### src/include/rv_chk_defs.svh
`ifndef RV_CHK_DEFS_SVH
`define RV_CHK_DEFS_SVH

// datapath widths
`define RV_XLEN   32              // data and pc width
`define RV_REG_W  5               // register index width

// base opcodes, bits [6:0] of the word
`define RV_OPC_R      7'b0110011  // register-register alu
`define RV_OPC_I      7'b0010011  // alu with immediate
`define RV_OPC_IL     7'b0000011  // loads
`define RV_OPC_S      7'b0100011  // stores
`define RV_OPC_B      7'b1100011  // conditional branches
`define RV_OPC_JAL    7'b1101111
`define RV_OPC_JALR   7'b1100111
`define RV_OPC_LUI    7'b0110111
`define RV_OPC_AUIPC  7'b0010111
`define RV_OPC_FENCE  7'b0001111
`define RV_OPC_SYS    7'b1110011  // ecall, ebreak

// funct3 of the checked instructions
`define RV_F3_XOR     3'b100
`define RV_F3_BLT     3'b100

// funct7 values seen on OP and OP-IMM shifts
`define RV_F7_BASE    7'b0000000
`define RV_F7_ALT     7'b0100000  // sub, sra, srai

// check class of a retired record
`define RV_CLS_W        3
`define RV_CLS_ILLEGAL  3'd0
`define RV_CLS_OTHER    3'd1      // legal, not checked
`define RV_CLS_XORI     3'd2
`define RV_CLS_AUIPC    3'd3
`define RV_CLS_BLT      3'd4
`define RV_CLS_JAL      3'd5

// pc step of a 32-bit instruction
`define RV_PC_STEP    32'd4

`endif

### src/rv_chk_pkg.sv
`default_nettype none

`include "rv_chk_defs.svh"

package rv_chk_pkg;

    typedef struct packed {
        logic [6:0]           funct7;
        logic [`RV_REG_W-1:0] rs2;
        logic [`RV_REG_W-1:0] rs1;
        logic [2:0]           funct3;
        logic [`RV_REG_W-1:0] rd;
        logic [6:0]           opcode;
    } r_view_t;

    typedef struct packed {
        logic [11:0]          imm;
        logic [`RV_REG_W-1:0] rs1;
        logic [2:0]           funct3;
        logic [`RV_REG_W-1:0] rd;
        logic [6:0]           opcode;
    } i_view_t;

    typedef struct packed {
        logic [6:0]           imm_hi;
        logic [`RV_REG_W-1:0] rs2;
        logic [`RV_REG_W-1:0] rs1;
        logic [2:0]           funct3;
        logic [4:0]           imm_lo;
        logic [6:0]           opcode;
    } s_view_t;

    // branch offset bits are scattered around the register fields
    typedef struct packed {
        logic                 imm12;
        logic [5:0]           imm10_5;
        logic [`RV_REG_W-1:0] rs2;
        logic [`RV_REG_W-1:0] rs1;
        logic [2:0]           funct3;
        logic [3:0]           imm4_1;
        logic                 imm11;
        logic [6:0]           opcode;
    } b_view_t;

    typedef struct packed {
        logic [19:0]          imm20;   // upper immediate
        logic [`RV_REG_W-1:0] rd;
        logic [6:0]           opcode;
    } u_view_t;

    typedef struct packed {
        logic                 imm20;
        logic [9:0]           imm10_1;
        logic                 imm11;
        logic [7:0]           imm19_12;
        logic [`RV_REG_W-1:0] rd;
        logic [6:0]           opcode;
    } j_view_t;

    // one instruction word, six format views
    typedef union packed {
        r_view_t r;
        i_view_t i;
        s_view_t s;
        b_view_t b;
        u_view_t u;
        j_view_t j;
    } insn_u;

endpackage

`default_nettype wire

### src/rv_decode.sv
`timescale 1ns/1ns
`default_nettype none

`include "rv_chk_defs.svh"

module rv_decode (
    input  logic                  clk,
    input  logic                  rst,
    input  logic                  req_i,
    input  logic [`RV_XLEN-1:0]   inst_i,
    input  logic [`RV_XLEN-1:0]   pc_i,
    input  logic [`RV_XLEN-1:0]   rs1_val_i,
    input  logic [`RV_XLEN-1:0]   rs2_val_i,
    input  logic [`RV_XLEN-1:0]   wb_val_i,
    input  logic [`RV_REG_W-1:0]  wb_rd_i,
    input  logic                  wb_we_i,
    output logic                  ack_o,
    output logic                  d_valid_o,
    output logic [`RV_CLS_W-1:0]  d_class_o,
    output rv_chk_pkg::insn_u     d_insn_o,
    output logic [`RV_XLEN-1:0]   d_pc_o,
    output logic [`RV_XLEN-1:0]   d_rs1_o,
    output logic [`RV_XLEN-1:0]   d_rs2_o,
    output logic [`RV_XLEN-1:0]   d_wb_val_o,
    output logic [`RV_REG_W-1:0]  d_wb_rd_o,
    output logic                  d_wb_we_o
);
    rv_chk_pkg::insn_u    in_w;
    logic                 capture;
    logic                 legal;
    logic [`RV_CLS_W-1:0] cls;

    assign in_w    = inst_i;
    assign capture = req_i && !ack_o;   // first half of the four-phase cycle

    // legality of a base rv32i word
    always_comb begin
        legal = 1'b0;
        case (in_w.r.opcode)
            `RV_OPC_LUI, `RV_OPC_AUIPC, `RV_OPC_JAL: legal = 1'b1;
            `RV_OPC_JALR:  legal = (in_w.i.funct3 == 3'b000);
            `RV_OPC_B:     legal = !(in_w.b.funct3 inside {3'b010, 3'b011});
            `RV_OPC_IL:    legal = in_w.i.funct3 inside {3'b000, 3'b001, 3'b010, 3'b100, 3'b101};
            `RV_OPC_S:     legal = in_w.s.funct3 inside {3'b000, 3'b001, 3'b010};
            `RV_OPC_I: begin
                case (in_w.r.funct3)
                    3'b001:  legal = (in_w.r.funct7 == `RV_F7_BASE);   // slli
                    3'b101:  legal = in_w.r.funct7 inside {`RV_F7_BASE, `RV_F7_ALT};
                    default: legal = 1'b1;
                endcase
            end
            `RV_OPC_R: begin
                legal = (in_w.r.funct7 == `RV_F7_BASE) ||
                        ((in_w.r.funct7 == `RV_F7_ALT) && (in_w.r.funct3 inside {3'b000, 3'b101}));
            end
            `RV_OPC_FENCE: legal = (in_w.i.funct3 == 3'b000);
            `RV_OPC_SYS: begin
                // only imm bit 0 may be set (ecall or ebreak)
                legal = (in_w.i.imm[11:1] == 11'd0) && (in_w.i.rs1 == '0) &&
                        (in_w.i.funct3 == 3'b000) && (in_w.i.rd == '0);
            end
            default: legal = 1'b0;
        endcase
    end

    always_comb begin
        if (!legal) begin
            cls = `RV_CLS_ILLEGAL;
        end else if ((in_w.r.opcode == `RV_OPC_I) && (in_w.i.funct3 == `RV_F3_XOR)) begin
            cls = `RV_CLS_XORI;
        end else if (in_w.r.opcode == `RV_OPC_AUIPC) begin
            cls = `RV_CLS_AUIPC;
        end else if ((in_w.r.opcode == `RV_OPC_B) && (in_w.b.funct3 == `RV_F3_BLT)) begin
            cls = `RV_CLS_BLT;
        end else if (in_w.r.opcode == `RV_OPC_JAL) begin
            cls = `RV_CLS_JAL;
        end else begin
            cls = `RV_CLS_OTHER;
        end
    end

    always_ff @(posedge clk) begin
        if (rst) begin
            ack_o     <= 1'b0;
            d_valid_o <= 1'b0;
        end else begin
            d_valid_o <= capture;     // one pulse per record
            if (capture) begin
                ack_o <= 1'b1;
            end else if (!req_i) begin
                ack_o <= 1'b0;        // producer has dropped req
            end
        end
    end

    // record payload
    always_ff @(posedge clk) begin
        if (capture) begin
            d_class_o  <= cls;
            d_insn_o   <= in_w;
            d_pc_o     <= pc_i;
            d_rs1_o    <= rs1_val_i;
            d_rs2_o    <= rs2_val_i;
            d_wb_val_o <= wb_val_i;
            d_wb_rd_o  <= wb_rd_i;
            d_wb_we_o  <= wb_we_i;
        end
    end

endmodule

`default_nettype wire

### config.mk
export PLATFORM = sky130hd
export DESIGN_NAME = rv_decode
export DESIGN_NICKNAME = d
export VERILOG_FILES = /design/src/rv_chk_pkg.sv /design/src/rv_decode.sv
export VERILOG_INCLUDE_DIRS = /design/src /design/src/include
export SDC_FILE = /design/constraint.sdc
export NUM_CORES = 1
export LEC_CHECK = 0
export BUFFER_PORTS_ARGS = -buffer_cell sky130_fd_sc_hd__clkbuf_2
export CORE_AREA = 2 2 131 133
export DETAILED_ROUTE_END_ITERATION = 8
export DIE_AREA = 0 0 133 135
export PLACE_DENSITY = 0.7
export SLEW_MARGIN = 15
export SYNTH_ARGS = -nofsm -noshare
export SYNTH_HDL_FRONTEND = slang
export SYNTH_SLANG_ARGS = --single-unit
### constraint.sdc
create_clock -name clk -period 14.26 [get_ports clk]
set_input_delay 2.852 -clock clk [delete_from_list [all_inputs] [get_ports clk]]
set_output_delay 2.852 -clock clk [all_outputs]
set_load 0.02 [all_outputs]
Word-level counts from Yosys, hierarchy flattened
Index checks and enable logic that the tools add are counted.

cells by class
  multiplexer cells = 8
  bitwise operators = 1
  magnitude comparators = 0
  $mul = 0
  reduce and logical (&&, ||, !) cells = 24
  div/mod/pow operators = 0
  add/sub/neg operators = 0
  equality and inequality tests = 18
  shift-type cells = 0

operators with widths
  cell                number
  $eq 7x6->1 const B  4
  $eq 7x7->1 const B  4
  $eq 7x5->1 const B  2
  $logic_not 11->1    1
  $logic_not 5->1     2
  $pmux 1 s8          1
  $eq 7x2->1 const B  1
  $eq 7x4->1 const B  1
  $logic_and 1x1->1   7
  $logic_not 7->1     1
  $eq 3x2->1 const B  2
  $eq 3x3->1 const B  2
  $mux 3              2
  $reduce_bool 2->1   3
  $reduce_or 3->1     2
  $reduce_bool 5->1   1
  $mux 2              2
  $reduce_or 2->1     2
  $eq 3x1->1 const B  1
  $logic_not 3->1     1
  $reduce_bool 3->1   1
  $logic_not 1->1     2
  $mux 1              2
  $ne 2x1->1 const B  1
  other kinds (3)     3

storage, ports and cells
  memories = 0
  output and inout bits = 171
  memory bits (read-only) = 0
  flip-flop bits (word level) = 171
  RAM bits = 0
  bits in latches = 0

Longest topological paths before layout
Gate-level depths: netlist (run 1).

  depth in word-level cells = 7
  gate-level depth with buffers = 5
  depth with buffers taken out = 5

Worst setup path before layout (run 1)
Ideal clock, no wire load.

  path kind = input to register
  start point = in req_i
  end point = reg d_class_o[0], enable pin
  path slack = 3.392 ns
  setup time = 0.717 ns
  path buffers = 0
  arrival = 10.151 ns
  stages = 1
  path through = nor2b_1

between the ends
  word-level cells in the longest chain between the ends = 1

ends and longest elaborated chain
  what                    RTL line         text
  start: declaration      rv_decode.sv:9   input logic req_i,
  $logic_and 1x1->1       rv_decode.sv:34  assign capture = req_i && !ack_o;
  end signal: assignment  rv_decode.sv:99  d_class_o <= cls;
  end: declaration        rv_decode.sv:19  output logic [`RV_CLS_W-1:0] d_class_o,

Every way passes these cells.
A chain may end at the register's enable or synchronous reset.

Worst setup path after layout (run 1)
  start point = reg d_rs1_o[19]
  end point = out d_rs1_o[19]

RTL lines
  what                      RTL line          text
  start: declaration        rv_decode.sv:22   output logic [`RV_XLEN-1:0] d_rs1_o,
  start signal: assignment  rv_decode.sv:102  d_rs1_o <= rs1_val_i;

No word-level cell between the ends.

==> impl_metrics.env, run 1 <==
export IMPL_grt_remaining_overflow=0
export IMPL_grt_pass1_vias=3571
export IMPL_syn_area_mm2=0.005410
export IMPL_wl_per_cell_um=16.77
export IMPL_cp_data_required_time_ns=11.41
export IMPL_fin_ws_ns=10.39
export IMPL_final_cell_mix="clkbuf_2, edfxtp_1, clkbuf_16"
export IMPL_initial_core_util_pct=32.97
export IMPL_crit_path_cell_trace="clkbuf_2"
export IMPL_ys_seq_area_share_pct=94.54
export IMPL_place_inst=778
export IMPL_p_sw_share_pct=23.28
export IMPL_internal_power_mw=0.8874
export IMPL_cp_max_fo=1
export IMPL_grt_pass1_wl_mm=19.71
export IMPL_ys_ff_latch=171
export IMPL_period_needed_ns=3.867
export IMPL_h_tree_depth=4
export IMPL_synth_distinct_cells=29
export IMPL_io_pins=340
export IMPL_p_leak_nw=3.426
export IMPL_final_max_slew_viol_count=0
export IMPL_rows=47
export IMPL_cts_buffers=17
export IMPL_crit_family="flip-flops"
export IMPL_power_density_mw_per_mm2=144.5
export IMPL_finalNetCount=746
export IMPL_ant_nets=0
export IMPL_min_path_type="reg2reg"
export IMPL_drive_gt1_share_pct=63.90
export IMPL_synthFlopType="edfxtp_1"
export IMPL_die_y_um=135
export IMPL_drt_wl_total_mm=13.59
export IMPL_detailed_place_hpwl_mm=10.30
export IMPL_tightest_slew_ns=0.8978
export IMPL_portBuffers=339
export IMPL_arrival_ns=1.01
export IMPL_holdWs_ns=0.4846
export IMPL_cts_setup_buffers=0
export IMPL_max_stage_delay_ns=0.42
export IMPL_layout_commonest_cell="clkbuf_2"
export IMPL_cts_hold_buf=0
export IMPL_synthArstFlopShare_pct=0
export IMPL_rrSetupSlack_ns=12.63
export IMPL_finalSetupTns_ns=0
export IMPL_syn2layout_area_growth_pct=47.96
export IMPL_fillers=1418
export IMPL_yosysWarnings=0
export IMPL_clockRootBuffer="clkbuf_16"
export IMPL_viasPerCell=4.349
export IMPL_synth_edf_count=169
export IMPL_final_period_utilization_pct=27.11
export IMPL_first_pass_iters=4
export IMPL_slew_headroom_pct=40.14
export IMPL_crit_type="reg2out"
export IMPL_clkSlewWorstSetupHoldPaths_ns=0.07
export IMPL_drc=0
export IMPL_cp_slowest_cell="edfxtp_1"
export IMPL_p_sw_mw=0.2693
export IMPL_clockBufferDepth=2
export IMPL_syn_avg_cell_area_um2=24.82
export IMPL_die_area_mm2=0.01796
export IMPL_coreArea_mm2=0.01641
export IMPL_grt_max_degree=170
export IMPL_outcome="complete, no violations"
export IMPL_hold_violations=0
export IMPL_fin_worst_skew_ns=0.007473
export IMPL_cts_tree="built"
export IMPL_grt_setup_unrepaired="no"
export IMPL_pwr_share_comb_pct=8.7
export IMPL_num_antenna_cells=0
export IMPL_stdcell_count=810
export IMPL_max_freq_mhz=258.6
export IMPL_critPathCaptureType="primary output"
export IMPL_cp_num_buf_inv=1
export IMPL_die_w_um=133
export IMPL_grt_antenna_before_repair=1
export IMPL_pre_cts_slack_ns=10.04
export IMPL_p_clk_share_pct=40.0
export IMPL_track_usage_pct=14.84
export IMPL_setup_viol=0
export IMPL_irDropWorstVdd_mv=0.07228
export IMPL_cts_sinks=171
export IMPL_drt_initial_drc_count=169
export IMPL_dr_total_vias=3523
export IMPL_drv_cap=0
export IMPL_start_kind="register"
export IMPL_synth_nets=387
export IMPL_synthCells=218
export IMPL_ctsResizeCount=0
export IMPL_worstSkewPairLatency_ns=0.42
export IMPL_seq_power_share_pct=51.3
export IMPL_gp_congestion=0.7842
[cell families (layout without fill, tap and decap cells)]
| group | after synthesis | count (layout) | share of synthesized area [%] |
|---|---|---|---|
| buf+inv | 1 | 373 | 0.06931 |
| xor+xnor | 1 | 1 | 0.1619 |
| simple gates | 31 | 31 | 3.654 |
| flops | 171 | 171 | 94.54 |
| compound gates | 14 | 14 | 1.573 |
[layer usage]
metal / global-route usage (%) / up-vias / routed length [um]
li1: - / 1614 / -
met1: 15.94 / 1650 / 4956
met2: 25.19 / 223 / 6867
met3: 5.931 / 34 / 1329
met4: 8.124 / 2 / 419
met5: 0 / - / 13
[state kept, by name (all words and copies together), names as in the netlist]
name	flops
d_valid_o	1
d_pc_o	32
d_wb_val_o	32
d_insn_o	32
d_rs2_o	32
d_rs1_o	32
d_wb_rd_o	5
ack_o	1
d_wb_we_o	1
d_class_o	3
[through the flow]
stage | area, um2 | total power [mW] | util [%]
finish | 8005 | 1.157 | 48.79
global route | 8005 | 1.198 | 48.79
CTS | 8005 | 1.173 | 48.79
detailed placement | 7410 | 0.7067 | 45.16
global placement | 7410 | 0.7040 | 45.16
floorplan | 5410 | 0.6560 | -
[layout make-up]
type                    instances  area [um2]  area share, %
clock buffers                  19       442.9          5.533
repair buffers                340        1717          21.44
multi-input cells              46       299.0          3.736
well taps                     220       275.3          3.439
clock inverters                13       152.6          1.907
flip-flops and latches        171        5115          63.90
inverters                       1       3.754        0.04689
[power groups by stage]
stage          Clock (mW)  Sequential (mW)  Combinational, mW
2_1_floorplan           0            0.645             0.0114
3_3_place_gp            0            0.603              0.101
3_5_place_dp            0            0.604              0.103
4_1_cts             0.477            0.593              0.103
5_1_grt             0.495            0.595              0.108
6_report            0.463            0.593              0.101
[synthesized netlist by cell type, drive strengths merged, types with 2 or more instances]
cell type    n  area share [%]
nand2b       2            0.23
nor3         4            0.37
a21oi        5            0.53
nand2        2            0.14
o21ai        4            0.37
nor2b        3            0.35
edfxtp     169              94
nor2         5            0.39
nand4        3            0.35
nor4         3            0.35
dfxtp        2            0.74
[path summary, 6_finish.rpt]
path | startpoint | endpoint | cells after the start
max | d_rs1_o[19] | d_rs1_o[19] | 1
min reg2reg | ack_o | d_valid_o | 1
max reg2reg | ack_o | d_wb_val_o[12] | 2
min | ack_o | d_valid_o | 1
Note: power is estimated with default switching activity, not from simulation.
==> run 2: changes to the inputs <==
- clock period: 14.26 -> 3.9 ns (I/O delays scaled with it)
==> impl_metrics.env, run 2 (synthesized netlist as in run 1, its figures left out) <==
export IMPL_min_path_type="reg2reg"
export IMPL_tightest_slew_ns=0.4865
export IMPL_p_clk_share_pct=38.6
export IMPL_drive_gt1_share_pct=63.79
export IMPL_irDropWorstVdd_mv=0.2544
export IMPL_track_usage_pct=14.66
export IMPL_worstSkewPairLatency_ns=0.41
export IMPL_fillers=1423
export IMPL_fin_worst_skew_ns=0.004547
export IMPL_postPlaceCellArea_mm2=0.007430
export IMPL_final_cell_mix="clkbuf_2, edfxtp_1, clkbuf_16"
export IMPL_period_needed_ns=1.792
export IMPL_io_pins=340
export IMPL_critPathLaunch="ack_o"
export IMPL_ant_nets=0
export IMPL_finalSetupTns_ns=0
export IMPL_arrival_ns=1.01
export IMPL_wl_per_cell_um=16.42
export IMPL_internal_power_mw=3.164
export IMPL_pwr_share_comb_pct=9.0
export IMPL_crit_family="flip-flops"
export IMPL_critPathCaptureType="primary output"
export IMPL_pre_cts_slack_ns=1.767
export IMPL_crit_type="reg2out"
export IMPL_setup_viol=0
export IMPL_p_sw_mw=0.9699
export IMPL_rows=47
export IMPL_syn2layout_area_growth_pct=47.80
export IMPL_max_freq_mhz=557.9
export IMPL_portBuffers=339
export IMPL_max_stage_delay_ns=0.39
export IMPL_final_period_utilization_pct=45.96
export IMPL_final_max_slew_viol_count=0
export IMPL_fin_ws_ns=2.108
export IMPL_detailed_place_hpwl_mm=10.39
export IMPL_drv_cap=0
export IMPL_layout_commonest_cell="clkbuf_2"
export IMPL_p_sw_share_pct=23.46
export IMPL_crit_path_cell_trace="clkbuf_2"
export IMPL_cts_buffers=17
export IMPL_grt_setup_unrepaired="no"
export IMPL_p_leak_nw=3.420
export IMPL_num_antenna_cells=0
export IMPL_die_w_um=133
export IMPL_fin_area_mm2=0.007996
export IMPL_initial_core_util_pct=32.97
export IMPL_h_tree_depth=4
export IMPL_power_density_mw_per_mm2=516.9
export IMPL_fin_util_pct=48.74
export IMPL_cp_slowest_cell="dfxtp_1"
export IMPL_drc=0
export IMPL_grt_pass1_vias=3585
export IMPL_first_pass_iters=4
export IMPL_clockBufferDepth=2
export IMPL_holdCritStartpoint="ack_o"
export IMPL_hold_violations=0
export IMPL_dr_total_vias=3497
export IMPL_cts_sinks=171
export IMPL_ctsResizeCount=0
export IMPL_clockRootBuffer="clkbuf_16"
export IMPL_die_area_mm2=0.01796
export IMPL_drt_initial_drc_count=182
export IMPL_grt_antenna_before_repair=0
export IMPL_grt_max_degree=88
export IMPL_cp_num_buf_inv=1
export IMPL_coreArea_mm2=0.01641
export IMPL_start_kind="register"
export IMPL_clkSlewWorstSetupHoldPaths_ns=0.06
export IMPL_viasPerCell=4.312
export IMPL_die_y_um=135
export IMPL_multiInputGateArea_um2=299.0
export IMPL_seq_power_share_pct=52.4
export IMPL_cts_hold_buf=0
export IMPL_grt_remaining_overflow=0
export IMPL_grt_pass1_wl_mm=19.59
export IMPL_slew_headroom_pct=67.57
export IMPL_cts_tree="built"
export IMPL_cp_max_fo=3
export IMPL_outcome="complete, no violations"
export IMPL_cts_setup_buffers=0
export IMPL_reg2reg_from="ack_o"
export IMPL_area_sequential_mm2=0.005115
export IMPL_cp_data_required_time_ns=3.12
export IMPL_gp_congestion=0.7861
export IMPL_finalNetCount=747
export IMPL_drt_wl_total_mm=13.32
[run 2: worst paths after layout]
path	to	cells after the start	slack (ns)
max reg2reg	d_wb_val_o[29]	2	2.57
max	ack_o	1	2.11
min	d_valid_o	1	0.50
min reg2reg	d_valid_o	1	0.50
[run 2: power by group through the flow]
stage	registers, mW	clock network (mW)	logic [mW]
floorplan	2.34	0	0.0424
global placement	2.20	0	0.370
detailed placement	2.21	0	0.378
CTS	2.17	1.64	0.378
global route	2.17	1.72	0.399
finish	2.17	1.60	0.372
[run 2: per-layer routing]
metal  vias up  routed length (um)  global-route usage, %  share of wire [%]
met2       202                6935                  25.82                 52
met4         0                 261                  6.093                2.0
met5         -                   0                      0                  0
met1      1657                4800                  15.60                 36
met3        19                1323                  6.044                9.9
li1       1619                   -                      -                  -
[run 2: final cells by class]
| type | count | area share, % |
|---|---|---|
| well taps | 220 | 3.442 |
| inverters | 1 | 0.04694 |
| repair buffers | 341 | 21.72 |
| clock buffers | 18 | 5.367 |
| flip-flops and latches | 171 | 63.96 |
| clock inverters | 14 | 1.721 |
| multi-input cells | 46 | 3.740 |
[run 2: through the flow]
step / power [mW] / hold slack [ns] / cells
after floorplan: 2.381 / 0.5393 / 218
after global routing: 4.291 / 0.5105 / 811
after global placement: 2.574 / 0.4694 / 779
after detailed placement: 2.585 / 0.4995 / 779
final: 4.134 / 0.5018 / 811
after CTS: 4.189 / 0.5004 / 811
